$ cat config.mk
export PLATFORM = sky130hd
export DESIGN_NAME = axi_xbar
export DESIGN_NICKNAME = d
export VERILOG_FILES = /design/src/source/axi_xbar_pkg.sv /design/src/source/axi_xbar_ifs.sv /design/src/source/axi_xbar.sv /design/src/source/axi_channel_mux.sv /design/src/source/axi_slave_arbiter.sv /design/src/source/axi_request_router.sv
export VERILOG_INCLUDE_DIRS = /design/src /design/src/source
export SDC_FILE = /design/constraint.sdc
export NUM_CORES = 1
export LEC_CHECK = 0
export ABC_AREA = 1
export BUFFER_PORTS_ARGS = -buffer_cell sky130_fd_sc_hd__buf_2
export CAP_MARGIN = 20
export CORE_AREA = 2 2 211 213
export CTS_CLUSTER_DIAMETER = 60
export DETAILED_ROUTE_END_ITERATION = 12
export DIE_AREA = 0 0 213 215
export SKIP_LAST_GASP = 1
export SYNTH_ARGS = -nofsm -noshare
export SYNTH_HDL_FRONTEND = slang
export SYNTH_SLANG_ARGS = --single-unit
$ cat constraint.sdc
create_clock -name ACLK -period 1.5 [get_ports ACLK]
set_input_delay 0.075 -clock ACLK [delete_from_list [all_inputs] [get_ports ACLK]]
set_output_delay 0.075 -clock ACLK [all_outputs]
set_load 0.02 [all_outputs]
$ cat src/source/axi_xbar_macros.svh
`ifndef AXI_XBAR_MACROS_SVH
`define AXI_XBAR_MACROS_SVH

// Bus widths
`define AXI_ADDR_BITS 32
`define AXI_DATA_BITS 32
`define AXI_STRB_BITS 4
// Beats per burst minus one
`define AXI_LEN_BITS  4
`define AXI_RESP_BITS 2

// Response codes
`define AXI_RESP_OKAY 2'b00

// ----------------------------------------
// One address window per subordinate
// ----------------------------------------
`define S0_START_ADDR 32'h0000_0000
`define S0_END_ADDR   32'h0000_FFFF
`define S1_START_ADDR 32'h0001_0000
`define S1_END_ADDR   32'h0001_FFFF

`endif
$ cat src/source/axi_xbar_pkg.sv
package axi_xbar_pkg;

    // Requesting manager
    typedef enum logic {
        M0,
        M1
    } manager_id_t;

    // Address decode result
    typedef enum logic [1:0] {
        S0,
        S1,
        NONE
    } slave_id_t;

    typedef enum logic {
        READ,
        WRITE
    } xfer_kind_t;

    // Ownership record, one per subordinate
    typedef struct packed {
        logic        busy;
        xfer_kind_t  kind;
        manager_id_t owner;
    } slave_status_t;

endpackage

$ cat src/source/axi_xbar_ifs.sv
`include "axi_xbar_macros.svh"

// AR and R channels of one path
interface axi_rd_if;
    logic [`AXI_ADDR_BITS-1:0] araddr;
    logic [`AXI_LEN_BITS-1:0]  arlen;
    logic                      arvalid;
    logic                      arready;
    logic [`AXI_DATA_BITS-1:0] rdata;
    logic [`AXI_RESP_BITS-1:0] rresp;
    logic                      rlast;
    logic                      rvalid;
    logic                      rready;

    modport mgr (
        output araddr, arlen, arvalid, rready,
        input  arready, rdata, rresp, rlast, rvalid
    );
    modport sub (
        input  araddr, arlen, arvalid, rready,
        output arready, rdata, rresp, rlast, rvalid
    );
endinterface

// AW, W and B channels of one path
interface axi_wr_if;
    logic [`AXI_ADDR_BITS-1:0] awaddr;
    logic [`AXI_LEN_BITS-1:0]  awlen;
    logic                      awvalid;
    logic                      awready;
    logic [`AXI_DATA_BITS-1:0] wdata;
    logic [`AXI_STRB_BITS-1:0] wstrb;
    logic                      wlast;
    logic                      wvalid;
    logic                      wready;
    logic [`AXI_RESP_BITS-1:0] bresp;
    logic                      bvalid;
    logic                      bready;

    modport mgr (
        output awaddr, awlen, awvalid, wdata, wstrb, wlast, wvalid, bready,
        input  awready, wready, bresp, bvalid
    );
    modport sub (
        input  awaddr, awlen, awvalid, wdata, wstrb, wlast, wvalid, bready,
        output awready, wready, bresp, bvalid
    );
endinterface

$ cat src/source/axi_xbar.sv
`include "axi_xbar_macros.svh"

module axi_xbar (
    input  logic                      ACLK,
    input  logic                      ARESETn,
    // Manager read paths
    input  logic [`AXI_ADDR_BITS-1:0] ARADDR_M0, ARADDR_M1,
    input  logic [`AXI_LEN_BITS-1:0]  ARLEN_M0, ARLEN_M1,
    input  logic                      ARVALID_M0, ARVALID_M1,
    output logic                      ARREADY_M0, ARREADY_M1,
    output logic [`AXI_DATA_BITS-1:0] RDATA_M0, RDATA_M1,
    output logic [`AXI_RESP_BITS-1:0] RRESP_M0, RRESP_M1,
    output logic                      RLAST_M0, RLAST_M1,
    output logic                      RVALID_M0, RVALID_M1,
    input  logic                      RREADY_M0, RREADY_M1,
    // Manager 1 write path
    input  logic [`AXI_ADDR_BITS-1:0] AWADDR_M1,
    input  logic [`AXI_LEN_BITS-1:0]  AWLEN_M1,
    input  logic                      AWVALID_M1,
    output logic                      AWREADY_M1,
    input  logic [`AXI_DATA_BITS-1:0] WDATA_M1,
    input  logic [`AXI_STRB_BITS-1:0] WSTRB_M1,
    input  logic                      WLAST_M1, WVALID_M1,
    output logic                      WREADY_M1,
    output logic [`AXI_RESP_BITS-1:0] BRESP_M1,
    output logic                      BVALID_M1,
    input  logic                      BREADY_M1,
    // Subordinate read paths
    output logic [`AXI_ADDR_BITS-1:0] ARADDR_S0, ARADDR_S1,
    output logic [`AXI_LEN_BITS-1:0]  ARLEN_S0, ARLEN_S1,
    output logic                      ARVALID_S0, ARVALID_S1,
    input  logic                      ARREADY_S0, ARREADY_S1,
    input  logic [`AXI_DATA_BITS-1:0] RDATA_S0, RDATA_S1,
    input  logic [`AXI_RESP_BITS-1:0] RRESP_S0, RRESP_S1,
    input  logic                      RLAST_S0, RLAST_S1,
    input  logic                      RVALID_S0, RVALID_S1,
    output logic                      RREADY_S0, RREADY_S1,
    // Subordinate write paths
    output logic [`AXI_ADDR_BITS-1:0] AWADDR_S0, AWADDR_S1,
    output logic [`AXI_LEN_BITS-1:0]  AWLEN_S0, AWLEN_S1,
    output logic                      AWVALID_S0, AWVALID_S1,
    input  logic                      AWREADY_S0, AWREADY_S1,
    output logic [`AXI_DATA_BITS-1:0] WDATA_S0, WDATA_S1,
    output logic [`AXI_STRB_BITS-1:0] WSTRB_S0, WSTRB_S1,
    output logic                      WLAST_S0, WLAST_S1,
    output logic                      WVALID_S0, WVALID_S1,
    input  logic                      WREADY_S0, WREADY_S1,
    input  logic [`AXI_RESP_BITS-1:0] BRESP_S0, BRESP_S1,
    input  logic                      BVALID_S0, BVALID_S1,
    output logic                      BREADY_S0, BREADY_S1
);

    axi_rd_if m0_rd ();
    axi_rd_if m1_rd ();
    axi_wr_if m1_wr ();
    axi_rd_if s0_rd ();
    axi_wr_if s0_wr ();
    axi_rd_if s1_rd ();
    axi_wr_if s1_wr ();

    logic                        s0_req_valid;
    axi_xbar_pkg::xfer_kind_t    s0_req_kind;
    axi_xbar_pkg::manager_id_t   s0_req_owner;
    logic                        s1_req_valid;
    axi_xbar_pkg::xfer_kind_t    s1_req_kind;
    axi_xbar_pkg::manager_id_t   s1_req_owner;
    axi_xbar_pkg::slave_status_t s0_status;
    axi_xbar_pkg::slave_status_t s1_status;

    // ----------------------------------------
    // Manager side bundles
    // ----------------------------------------
    assign {m0_rd.araddr, m0_rd.arlen, m0_rd.arvalid, m0_rd.rready} =
        {ARADDR_M0, ARLEN_M0, ARVALID_M0, RREADY_M0};
    assign {ARREADY_M0, RDATA_M0, RRESP_M0, RLAST_M0, RVALID_M0} =
        {m0_rd.arready, m0_rd.rdata, m0_rd.rresp, m0_rd.rlast, m0_rd.rvalid};
    assign {m1_rd.araddr, m1_rd.arlen, m1_rd.arvalid, m1_rd.rready} =
        {ARADDR_M1, ARLEN_M1, ARVALID_M1, RREADY_M1};
    assign {ARREADY_M1, RDATA_M1, RRESP_M1, RLAST_M1, RVALID_M1} =
        {m1_rd.arready, m1_rd.rdata, m1_rd.rresp, m1_rd.rlast, m1_rd.rvalid};
    assign {m1_wr.awaddr, m1_wr.awlen, m1_wr.awvalid, m1_wr.wdata, m1_wr.wstrb,
            m1_wr.wlast, m1_wr.wvalid, m1_wr.bready} =
        {AWADDR_M1, AWLEN_M1, AWVALID_M1, WDATA_M1, WSTRB_M1, WLAST_M1, WVALID_M1, BREADY_M1};
    assign {AWREADY_M1, WREADY_M1, BRESP_M1, BVALID_M1} =
        {m1_wr.awready, m1_wr.wready, m1_wr.bresp, m1_wr.bvalid};

    // ----------------------------------------
    // Subordinate side bundles
    // ----------------------------------------
    assign {ARADDR_S0, ARLEN_S0, ARVALID_S0, RREADY_S0} =
        {s0_rd.araddr, s0_rd.arlen, s0_rd.arvalid, s0_rd.rready};
    assign {s0_rd.arready, s0_rd.rdata, s0_rd.rresp, s0_rd.rlast, s0_rd.rvalid} =
        {ARREADY_S0, RDATA_S0, RRESP_S0, RLAST_S0, RVALID_S0};
    assign {ARADDR_S1, ARLEN_S1, ARVALID_S1, RREADY_S1} =
        {s1_rd.araddr, s1_rd.arlen, s1_rd.arvalid, s1_rd.rready};
    assign {s1_rd.arready, s1_rd.rdata, s1_rd.rresp, s1_rd.rlast, s1_rd.rvalid} =
        {ARREADY_S1, RDATA_S1, RRESP_S1, RLAST_S1, RVALID_S1};
    assign {AWADDR_S0, AWLEN_S0, AWVALID_S0, WDATA_S0, WSTRB_S0, WLAST_S0, WVALID_S0, BREADY_S0} =
        {s0_wr.awaddr, s0_wr.awlen, s0_wr.awvalid, s0_wr.wdata, s0_wr.wstrb,
         s0_wr.wlast, s0_wr.wvalid, s0_wr.bready};
    assign {s0_wr.awready, s0_wr.wready, s0_wr.bresp, s0_wr.bvalid} =
        {AWREADY_S0, WREADY_S0, BRESP_S0, BVALID_S0};
    assign {AWADDR_S1, AWLEN_S1, AWVALID_S1, WDATA_S1, WSTRB_S1, WLAST_S1, WVALID_S1, BREADY_S1} =
        {s1_wr.awaddr, s1_wr.awlen, s1_wr.awvalid, s1_wr.wdata, s1_wr.wstrb,
         s1_wr.wlast, s1_wr.wvalid, s1_wr.bready};
    assign {s1_wr.awready, s1_wr.wready, s1_wr.bresp, s1_wr.bvalid} =
        {AWREADY_S1, WREADY_S1, BRESP_S1, BVALID_S1};

    axi_request_router u_router (
        .ACLK         (ACLK),
        .ARESETn      (ARESETn),
        .m0_araddr    (m0_rd.araddr),
        .m0_arvalid   (m0_rd.arvalid),
        .m1_araddr    (m1_rd.araddr),
        .m1_arvalid   (m1_rd.arvalid),
        .m1_awaddr    (m1_wr.awaddr),
        .m1_awvalid   (m1_wr.awvalid),
        .s0_req_valid (s0_req_valid),
        .s0_req_kind  (s0_req_kind),
        .s0_req_owner (s0_req_owner),
        .s1_req_valid (s1_req_valid),
        .s1_req_kind  (s1_req_kind),
        .s1_req_owner (s1_req_owner)
    );

    // One status record per subordinate
    axi_slave_arbiter u_s0_arbiter (
        .ACLK      (ACLK),
        .ARESETn   (ARESETn),
        .req_valid (s0_req_valid),
        .req_kind  (s0_req_kind),
        .req_owner (s0_req_owner),
        .rvalid    (s0_rd.rvalid),
        .rready    (s0_rd.rready),
        .rlast     (s0_rd.rlast),
        .bvalid    (s0_wr.bvalid),
        .bready    (s0_wr.bready),
        .status    (s0_status)
    );

    axi_slave_arbiter u_s1_arbiter (
        .ACLK      (ACLK),
        .ARESETn   (ARESETn),
        .req_valid (s1_req_valid),
        .req_kind  (s1_req_kind),
        .req_owner (s1_req_owner),
        .rvalid    (s1_rd.rvalid),
        .rready    (s1_rd.rready),
        .rlast     (s1_rd.rlast),
        .bvalid    (s1_wr.bvalid),
        .bready    (s1_wr.bready),
        .status    (s1_status)
    );

    axi_channel_mux u_mux (
        .s0_status (s0_status),
        .s1_status (s1_status),
        .m0_rd     (m0_rd),
        .m1_rd     (m1_rd),
        .m1_wr     (m1_wr),
        .s0_rd     (s0_rd),
        .s0_wr     (s0_wr),
        .s1_rd     (s1_rd),
        .s1_wr     (s1_wr)
    );

endmodule

$ cat src/source/axi_channel_mux.sv
`include "axi_xbar_macros.svh"

module axi_channel_mux (
    input  axi_xbar_pkg::slave_status_t s0_status,
    input  axi_xbar_pkg::slave_status_t s1_status,
    axi_rd_if.sub                       m0_rd,
    axi_rd_if.sub                       m1_rd,
    axi_wr_if.sub                       m1_wr,
    axi_rd_if.mgr                       s0_rd,
    axi_wr_if.mgr                       s0_wr,
    axi_rd_if.mgr                       s1_rd,
    axi_wr_if.mgr                       s1_wr
);

    logic s0_m0_rd;
    logic s0_m1_rd;
    logic s0_m1_wr;
    logic s1_m0_rd;
    logic s1_m1_rd;
    logic s1_m1_wr;

    // Path selects from the status records
    assign s0_m0_rd = s0_status.busy && s0_status.kind == axi_xbar_pkg::READ
                      && s0_status.owner == axi_xbar_pkg::M0;
    assign s0_m1_rd = s0_status.busy && s0_status.kind == axi_xbar_pkg::READ
                      && s0_status.owner == axi_xbar_pkg::M1;
    assign s0_m1_wr = s0_status.busy && s0_status.kind == axi_xbar_pkg::WRITE
                      && s0_status.owner == axi_xbar_pkg::M1;
    assign s1_m0_rd = s1_status.busy && s1_status.kind == axi_xbar_pkg::READ
                      && s1_status.owner == axi_xbar_pkg::M0;
    assign s1_m1_rd = s1_status.busy && s1_status.kind == axi_xbar_pkg::READ
                      && s1_status.owner == axi_xbar_pkg::M1;
    assign s1_m1_wr = s1_status.busy && s1_status.kind == axi_xbar_pkg::WRITE
                      && s1_status.owner == axi_xbar_pkg::M1;

    // ----------------------------------------
    // Towards the subordinates
    // ----------------------------------------
    assign s0_rd.araddr  = s0_m0_rd ? m0_rd.araddr  : s0_m1_rd ? m1_rd.araddr  : '0;
    assign s0_rd.arlen   = s0_m0_rd ? m0_rd.arlen   : s0_m1_rd ? m1_rd.arlen   : '0;
    assign s0_rd.arvalid = s0_m0_rd ? m0_rd.arvalid : s0_m1_rd ? m1_rd.arvalid : 1'b0;
    assign s0_rd.rready  = s0_m0_rd ? m0_rd.rready  : s0_m1_rd ? m1_rd.rready  : 1'b0;
    assign s1_rd.araddr  = s1_m0_rd ? m0_rd.araddr  : s1_m1_rd ? m1_rd.araddr  : '0;
    assign s1_rd.arlen   = s1_m0_rd ? m0_rd.arlen   : s1_m1_rd ? m1_rd.arlen   : '0;
    assign s1_rd.arvalid = s1_m0_rd ? m0_rd.arvalid : s1_m1_rd ? m1_rd.arvalid : 1'b0;
    assign s1_rd.rready  = s1_m0_rd ? m0_rd.rready  : s1_m1_rd ? m1_rd.rready  : 1'b0;

    // Only manager 1 writes
    assign s0_wr.awaddr  = s0_m1_wr ? m1_wr.awaddr  : '0;
    assign s0_wr.awlen   = s0_m1_wr ? m1_wr.awlen   : '0;
    assign s0_wr.awvalid = s0_m1_wr ? m1_wr.awvalid : 1'b0;
    assign s0_wr.wdata   = s0_m1_wr ? m1_wr.wdata   : '0;
    assign s0_wr.wstrb   = s0_m1_wr ? m1_wr.wstrb   : '0;
    assign s0_wr.wlast   = s0_m1_wr ? m1_wr.wlast   : 1'b0;
    assign s0_wr.wvalid  = s0_m1_wr ? m1_wr.wvalid  : 1'b0;
    assign s0_wr.bready  = s0_m1_wr ? m1_wr.bready  : 1'b0;
    assign s1_wr.awaddr  = s1_m1_wr ? m1_wr.awaddr  : '0;
    assign s1_wr.awlen   = s1_m1_wr ? m1_wr.awlen   : '0;
    assign s1_wr.awvalid = s1_m1_wr ? m1_wr.awvalid : 1'b0;
    assign s1_wr.wdata   = s1_m1_wr ? m1_wr.wdata   : '0;
    assign s1_wr.wstrb   = s1_m1_wr ? m1_wr.wstrb   : '0;
    assign s1_wr.wlast   = s1_m1_wr ? m1_wr.wlast   : 1'b0;
    assign s1_wr.wvalid  = s1_m1_wr ? m1_wr.wvalid  : 1'b0;
    assign s1_wr.bready  = s1_m1_wr ? m1_wr.bready  : 1'b0;

    // ----------------------------------------
    // Back to the managers
    // ----------------------------------------
    assign m0_rd.arready = s0_m0_rd ? s0_rd.arready : s1_m0_rd ? s1_rd.arready : 1'b0;
    assign m0_rd.rdata   = s0_m0_rd ? s0_rd.rdata   : s1_m0_rd ? s1_rd.rdata   : '0;
    assign m0_rd.rresp   = s0_m0_rd ? s0_rd.rresp   : s1_m0_rd ? s1_rd.rresp   : `AXI_RESP_OKAY;
    assign m0_rd.rlast   = s0_m0_rd ? s0_rd.rlast   : s1_m0_rd ? s1_rd.rlast   : 1'b0;
    assign m0_rd.rvalid  = s0_m0_rd ? s0_rd.rvalid  : s1_m0_rd ? s1_rd.rvalid  : 1'b0;
    assign m1_rd.arready = s0_m1_rd ? s0_rd.arready : s1_m1_rd ? s1_rd.arready : 1'b0;
    assign m1_rd.rdata   = s0_m1_rd ? s0_rd.rdata   : s1_m1_rd ? s1_rd.rdata   : '0;
    assign m1_rd.rresp   = s0_m1_rd ? s0_rd.rresp   : s1_m1_rd ? s1_rd.rresp   : `AXI_RESP_OKAY;
    assign m1_rd.rlast   = s0_m1_rd ? s0_rd.rlast   : s1_m1_rd ? s1_rd.rlast   : 1'b0;
    assign m1_rd.rvalid  = s0_m1_rd ? s0_rd.rvalid  : s1_m1_rd ? s1_rd.rvalid  : 1'b0;

    assign m1_wr.awready = s0_m1_wr ? s0_wr.awready : s1_m1_wr ? s1_wr.awready : 1'b0;
    assign m1_wr.wready  = s0_m1_wr ? s0_wr.wready  : s1_m1_wr ? s1_wr.wready  : 1'b0;
    assign m1_wr.bresp   = s0_m1_wr ? s0_wr.bresp   : s1_m1_wr ? s1_wr.bresp   : `AXI_RESP_OKAY;
    assign m1_wr.bvalid  = s0_m1_wr ? s0_wr.bvalid  : s1_m1_wr ? s1_wr.bvalid  : 1'b0;

endmodule

$ cat src/source/axi_slave_arbiter.sv
module axi_slave_arbiter (
    input  logic                        ACLK,
    input  logic                        ARESETn,
    input  logic                        req_valid,
    input  axi_xbar_pkg::xfer_kind_t    req_kind,
    input  axi_xbar_pkg::manager_id_t   req_owner,
    input  logic                        rvalid,
    input  logic                        rready,
    input  logic                        rlast,
    input  logic                        bvalid,
    input  logic                        bready,
    output axi_xbar_pkg::slave_status_t status
);

    logic rd_done;
    logic wr_done;
    logic done;

    // Last read beat taken, or write response taken
    assign rd_done = rvalid && rready && rlast;
    assign wr_done = bvalid && bready;
    assign done    = (status.kind == axi_xbar_pkg::READ) ? rd_done : wr_done;

    always_ff @(posedge ACLK or negedge ARESETn) begin
        if (!ARESETn) begin
            status <= '0;
        end else if (status.busy) begin
            // Held until the granted transfer finishes
            if (done) begin
                status.busy <= 1'b0;
            end
        end else if (req_valid) begin
            status.busy  <= 1'b1;
            status.kind  <= req_kind;
            status.owner <= req_owner;
        end
    end

endmodule

$ cat src/source/axi_request_router.sv
`include "axi_xbar_macros.svh"

module axi_request_router (
    input  logic                      ACLK,
    input  logic                      ARESETn,
    input  logic [`AXI_ADDR_BITS-1:0] m0_araddr,
    input  logic                      m0_arvalid,
    input  logic [`AXI_ADDR_BITS-1:0] m1_araddr,
    input  logic                      m1_arvalid,
    input  logic [`AXI_ADDR_BITS-1:0] m1_awaddr,
    input  logic                      m1_awvalid,
    output logic                      s0_req_valid,
    output axi_xbar_pkg::xfer_kind_t  s0_req_kind,
    output axi_xbar_pkg::manager_id_t s0_req_owner,
    output logic                      s1_req_valid,
    output axi_xbar_pkg::xfer_kind_t  s1_req_kind,
    output axi_xbar_pkg::manager_id_t s1_req_owner
);

    axi_xbar_pkg::manager_id_t prio;
    axi_xbar_pkg::slave_id_t   m0_ar_dst;
    axi_xbar_pkg::slave_id_t   m1_ar_dst;
    axi_xbar_pkg::slave_id_t   m1_aw_dst;
    axi_xbar_pkg::slave_id_t   rd_dst;
    axi_xbar_pkg::slave_id_t   wr_dst;

    // Idle or unmapped requests decode to NONE
    function automatic axi_xbar_pkg::slave_id_t decode(
        input logic [`AXI_ADDR_BITS-1:0] addr,
        input logic                      valid
    );
        if (valid && addr >= `S0_START_ADDR && addr <= `S0_END_ADDR)
            return axi_xbar_pkg::S0;
        if (valid && addr >= `S1_START_ADDR && addr <= `S1_END_ADDR)
            return axi_xbar_pkg::S1;
        return axi_xbar_pkg::NONE;
    endfunction

    assign m0_ar_dst = decode(m0_araddr, m0_arvalid);
    assign m1_ar_dst = decode(m1_araddr, m1_arvalid);
    assign m1_aw_dst = decode(m1_awaddr, m1_awvalid);

    // Manager priority flips every cycle
    always_ff @(posedge ACLK or negedge ARESETn) begin
        if (!ARESETn) begin
            prio <= axi_xbar_pkg::M0;
        end else begin
            prio <= (prio == axi_xbar_pkg::M0) ? axi_xbar_pkg::M1 : axi_xbar_pkg::M0;
        end
    end

    // Only the prioritized manager is presented; M0 has no write path
    assign rd_dst = (prio == axi_xbar_pkg::M0) ? m0_ar_dst : m1_ar_dst;
    assign wr_dst = (prio == axi_xbar_pkg::M1) ? m1_aw_dst : axi_xbar_pkg::NONE;

    // A write to the same subordinate beats the read
    assign s0_req_valid = (rd_dst == axi_xbar_pkg::S0) || (wr_dst == axi_xbar_pkg::S0);
    assign s0_req_kind  = (wr_dst == axi_xbar_pkg::S0) ? axi_xbar_pkg::WRITE : axi_xbar_pkg::READ;
    assign s0_req_owner = prio;
    assign s1_req_valid = (rd_dst == axi_xbar_pkg::S1) || (wr_dst == axi_xbar_pkg::S1);
    assign s1_req_kind  = (wr_dst == axi_xbar_pkg::S1) ? axi_xbar_pkg::WRITE : axi_xbar_pkg::READ;
    assign s1_req_owner = prio;

endmodule

==> metrics.cfg <==
[critical_path]
cpPeakStageDelay_ns=0.40
start_kind=flip-flop
r2r-start=u_s0_arbiter.status[1]$_DFFE_PN0P_
r2r_setup_slack_ns=-0.11
r2r_end=u_s0_arbiter.status[2]$_DFF_PN0_
end_kind=output port
reg2reg_depth=8
crit_type=reg2out
cp.arrival_ns=1.68
cp.required_ns=1.42
crit_path_frequent_cell=buf_12
cp_cell_sequence=nor2_4 -> nand2_4 -> buf_12 -> buf_12 -> clkbuf_16 -> o22ai_4 -> buf_6
path_buf_inv=4
slowest_stage=dfrtp_1
crit_family=buffers and inverters
cp_max_fo=8

[flow_run]
max-cap-violations=0

[cells_and_area]
multi_input_area_mm2=0.00337
area.sequential_um2=176
nets=1580
layout_common_cells=358 x buf_2, 195 x inv_1, 165 x nor2_1, 151 x buf_4, 105 x buf_6
area_delta_synth_final_pct=196
utilization_pct=23.8
drive_above_1_share_pct=63.6
fillers=4764
mostFrequentLayoutCell=buf_2

[power_and_ir_drop]
vdd_ir_drop_max_uv=271
p_leak_nw=5.76
powerDensity_mw_per_mm2=455

[routing]
drc=0
dr.pass1.iters=6
wl_per_cell_um=15.8
drtIter0Drc=390
route.vias.total=7413
via_per_inst=3.83
ant_nets=0
wirelength_mm=30.5

[synthesis]
ys.warnings.count=0
synthTopCellsByArea=inv_1 21%, nor2_1 18%, o22ai_1 13%, nand3_1 12%, o21ai_0 6.6%
syn_area_mm2=0.00351
synth_top_family_by_area=simple AND/OR/NAND/NOR gates
synth_fp_nets=962
syn_area_per_cell_um2=4.85
muxShareOfSynthArea_pct=0
synth-adder-area-share_pct=0
ys_ff_latch=7
synth_compound_area_share_pct=25.9
synthSimpleGateAreaFrac_pct=36.7
synth_top_area_cell=inv_1
synth_top_area_share_pct=21.3
synth.distinct_cells=20
yosys.area_share.xor_xnor_pct=0
synth_cells=724
ys_seq_area_share_pct=4.99

[grt]
grt_pass1_vias=6686
grt_pass1_wl_mm=38.9
grt_usage_pct=11.1
grt_max_degree=33
grt_antenna_before_repair=3
grt_overflow=0

[sta]
post-route-period-util_pct=117
skew_ns=0.000925
slew_viol_final=0
setup_viol=269
rsz0062_at_grt=true
fmax_mhz=569
slew_headroom_pct=75.5
worst_pin_slew_ns=0.368
fin_crit_ns=1.76
hold_viol_final=0
fin_ws_ns=-0.257
whs_ns=0.215

[cts]
cts_tree=done
path_clk_slew_ns=0.04
htreeDepth=1
insertion_delay_ns=0.23
cts_buffer_depth=2
clock-sinks=7
cts_buffers=3
cts-root-buf=clkbuf_16

[floorplanning]
die_y_um=215
boundaryPins=545
die_x_um=213
core_area_mm2=0.0436
fp.dieArea_mm2=0.0458
num_rows=77
initial_core_util_pct=8.04

[outcome]
status=finished with violations
failed_checks=setup timing

[placement]
place_congestion=0.853
post-dp-hpwl_mm=21.1
port_buffers=544

[min_path]
hp-class=in2async

area by class of cell:
type	count	share of cell area, %
inverter	203	7.62
timing repair buffer	667	50.2
clock buffer	4	0.760
sequential	7	1.70
multi-input combinational	460	32.5
antenna	1	0.0241
tap	592	7.14
stage by stage:
stage / cells / TNS, ns / total power (W) / area, µm² / worst slack (ns)
global placement: 1880 / -13.69 / 0.00264 / 7290 / -0.280
CTS: 1930 / -42.57 / 0.00413 / 9090 / -0.256
global route: 1934 / -57.35 / 0.00496 / 10400 / -0.316
finish: 1934 / -38.38 / 0.00472 / 10400 / -0.257
floorplan: 724 / 0 / 0.00151 / 3510 / 0.0489
detailed placement: 1880 / -14.37 / 0.00262 / 7290 / -0.263
cell usage after synthesis, drive strengths merged:
master	n
inv	203
nor2	174
nand3	87
o21ai	80
o22ai	76
buf	46
nand2	26
clkbuf	9
dfrtp	7
nand4	7
a21oi	5
nor3	4
worst max path at each step:
stage	slack, ns	start	end	cells past startpoint
after floorplan	0.05	u_s1_arbiter.status[1]$_DFFE_PN0P_	u_s1_arbiter.status[2]$_DFF_PN0_	6
after CTS	-0.26	u_s0_arbiter.status[2]$_DFF_PN0_	ARADDR_S0[19]	8
after detailed placement	-0.26	u_s1_arbiter.status[1]$_DFFE_PN0P_	ARADDR_S1[19]	5
final	-0.26	u_s0_arbiter.status[1]$_DFFE_PN0P_	ARADDR_S0[13]	7
after global routing	-0.32	u_s0_arbiter.status[1]$_DFFE_PN0P_	ARADDR_S0[19]	7
after global placement	-0.28	u_s1_arbiter.status[1]$_DFFE_PN0P_	ARADDR_S1[19]	5
routing by layer:
metal | global-route usage, % | vias to the layer above | part of all wire, %
li1 | - | 3525 | -
met1 | 13.2 | 3429 | 39
met2 | 20.8 | 408 | 52
met3 | 1.68 | 49 | 6.8
met4 | 2.35 | 2 | 2.0
met5 | 0 | - | 0.052
registers in the layout, indices dropped and copies added, names as in the netlist:
register / count
u_s0_arbiter.status: 3
u_s1_arbiter.status: 3
u_router.s0_req_owner: 1
logic make-up (layout without fill, tap and decap cells):
family | after synthesis | count (layout)
DFF | 7 | 7
and+or+nand+nor | 298 | 299
other | 0 | 1
AOI/OAI and AO/OA | 161 | 161
buffers and inverters | 258 | 874
power breakdown:
group	internal, W	total [W]	switching, W
clock	0.000354	0.000461	0.000107
sequential	0.000200	0.000207	0.00000736
combinational	0.00190	0.00405	0.00215
what timing repair did:
item                                   4_1_cts  5_1_grt
buffers inserted                            29       10
endpoints found under the hold margin        7        0
pin swaps                                   19       24
gates cloned                                17        6
setup endpoints to repair                  293      312
resized for setup                          307      318
hold buffers                                 1        0
Power figures use the tool's default switching activity.
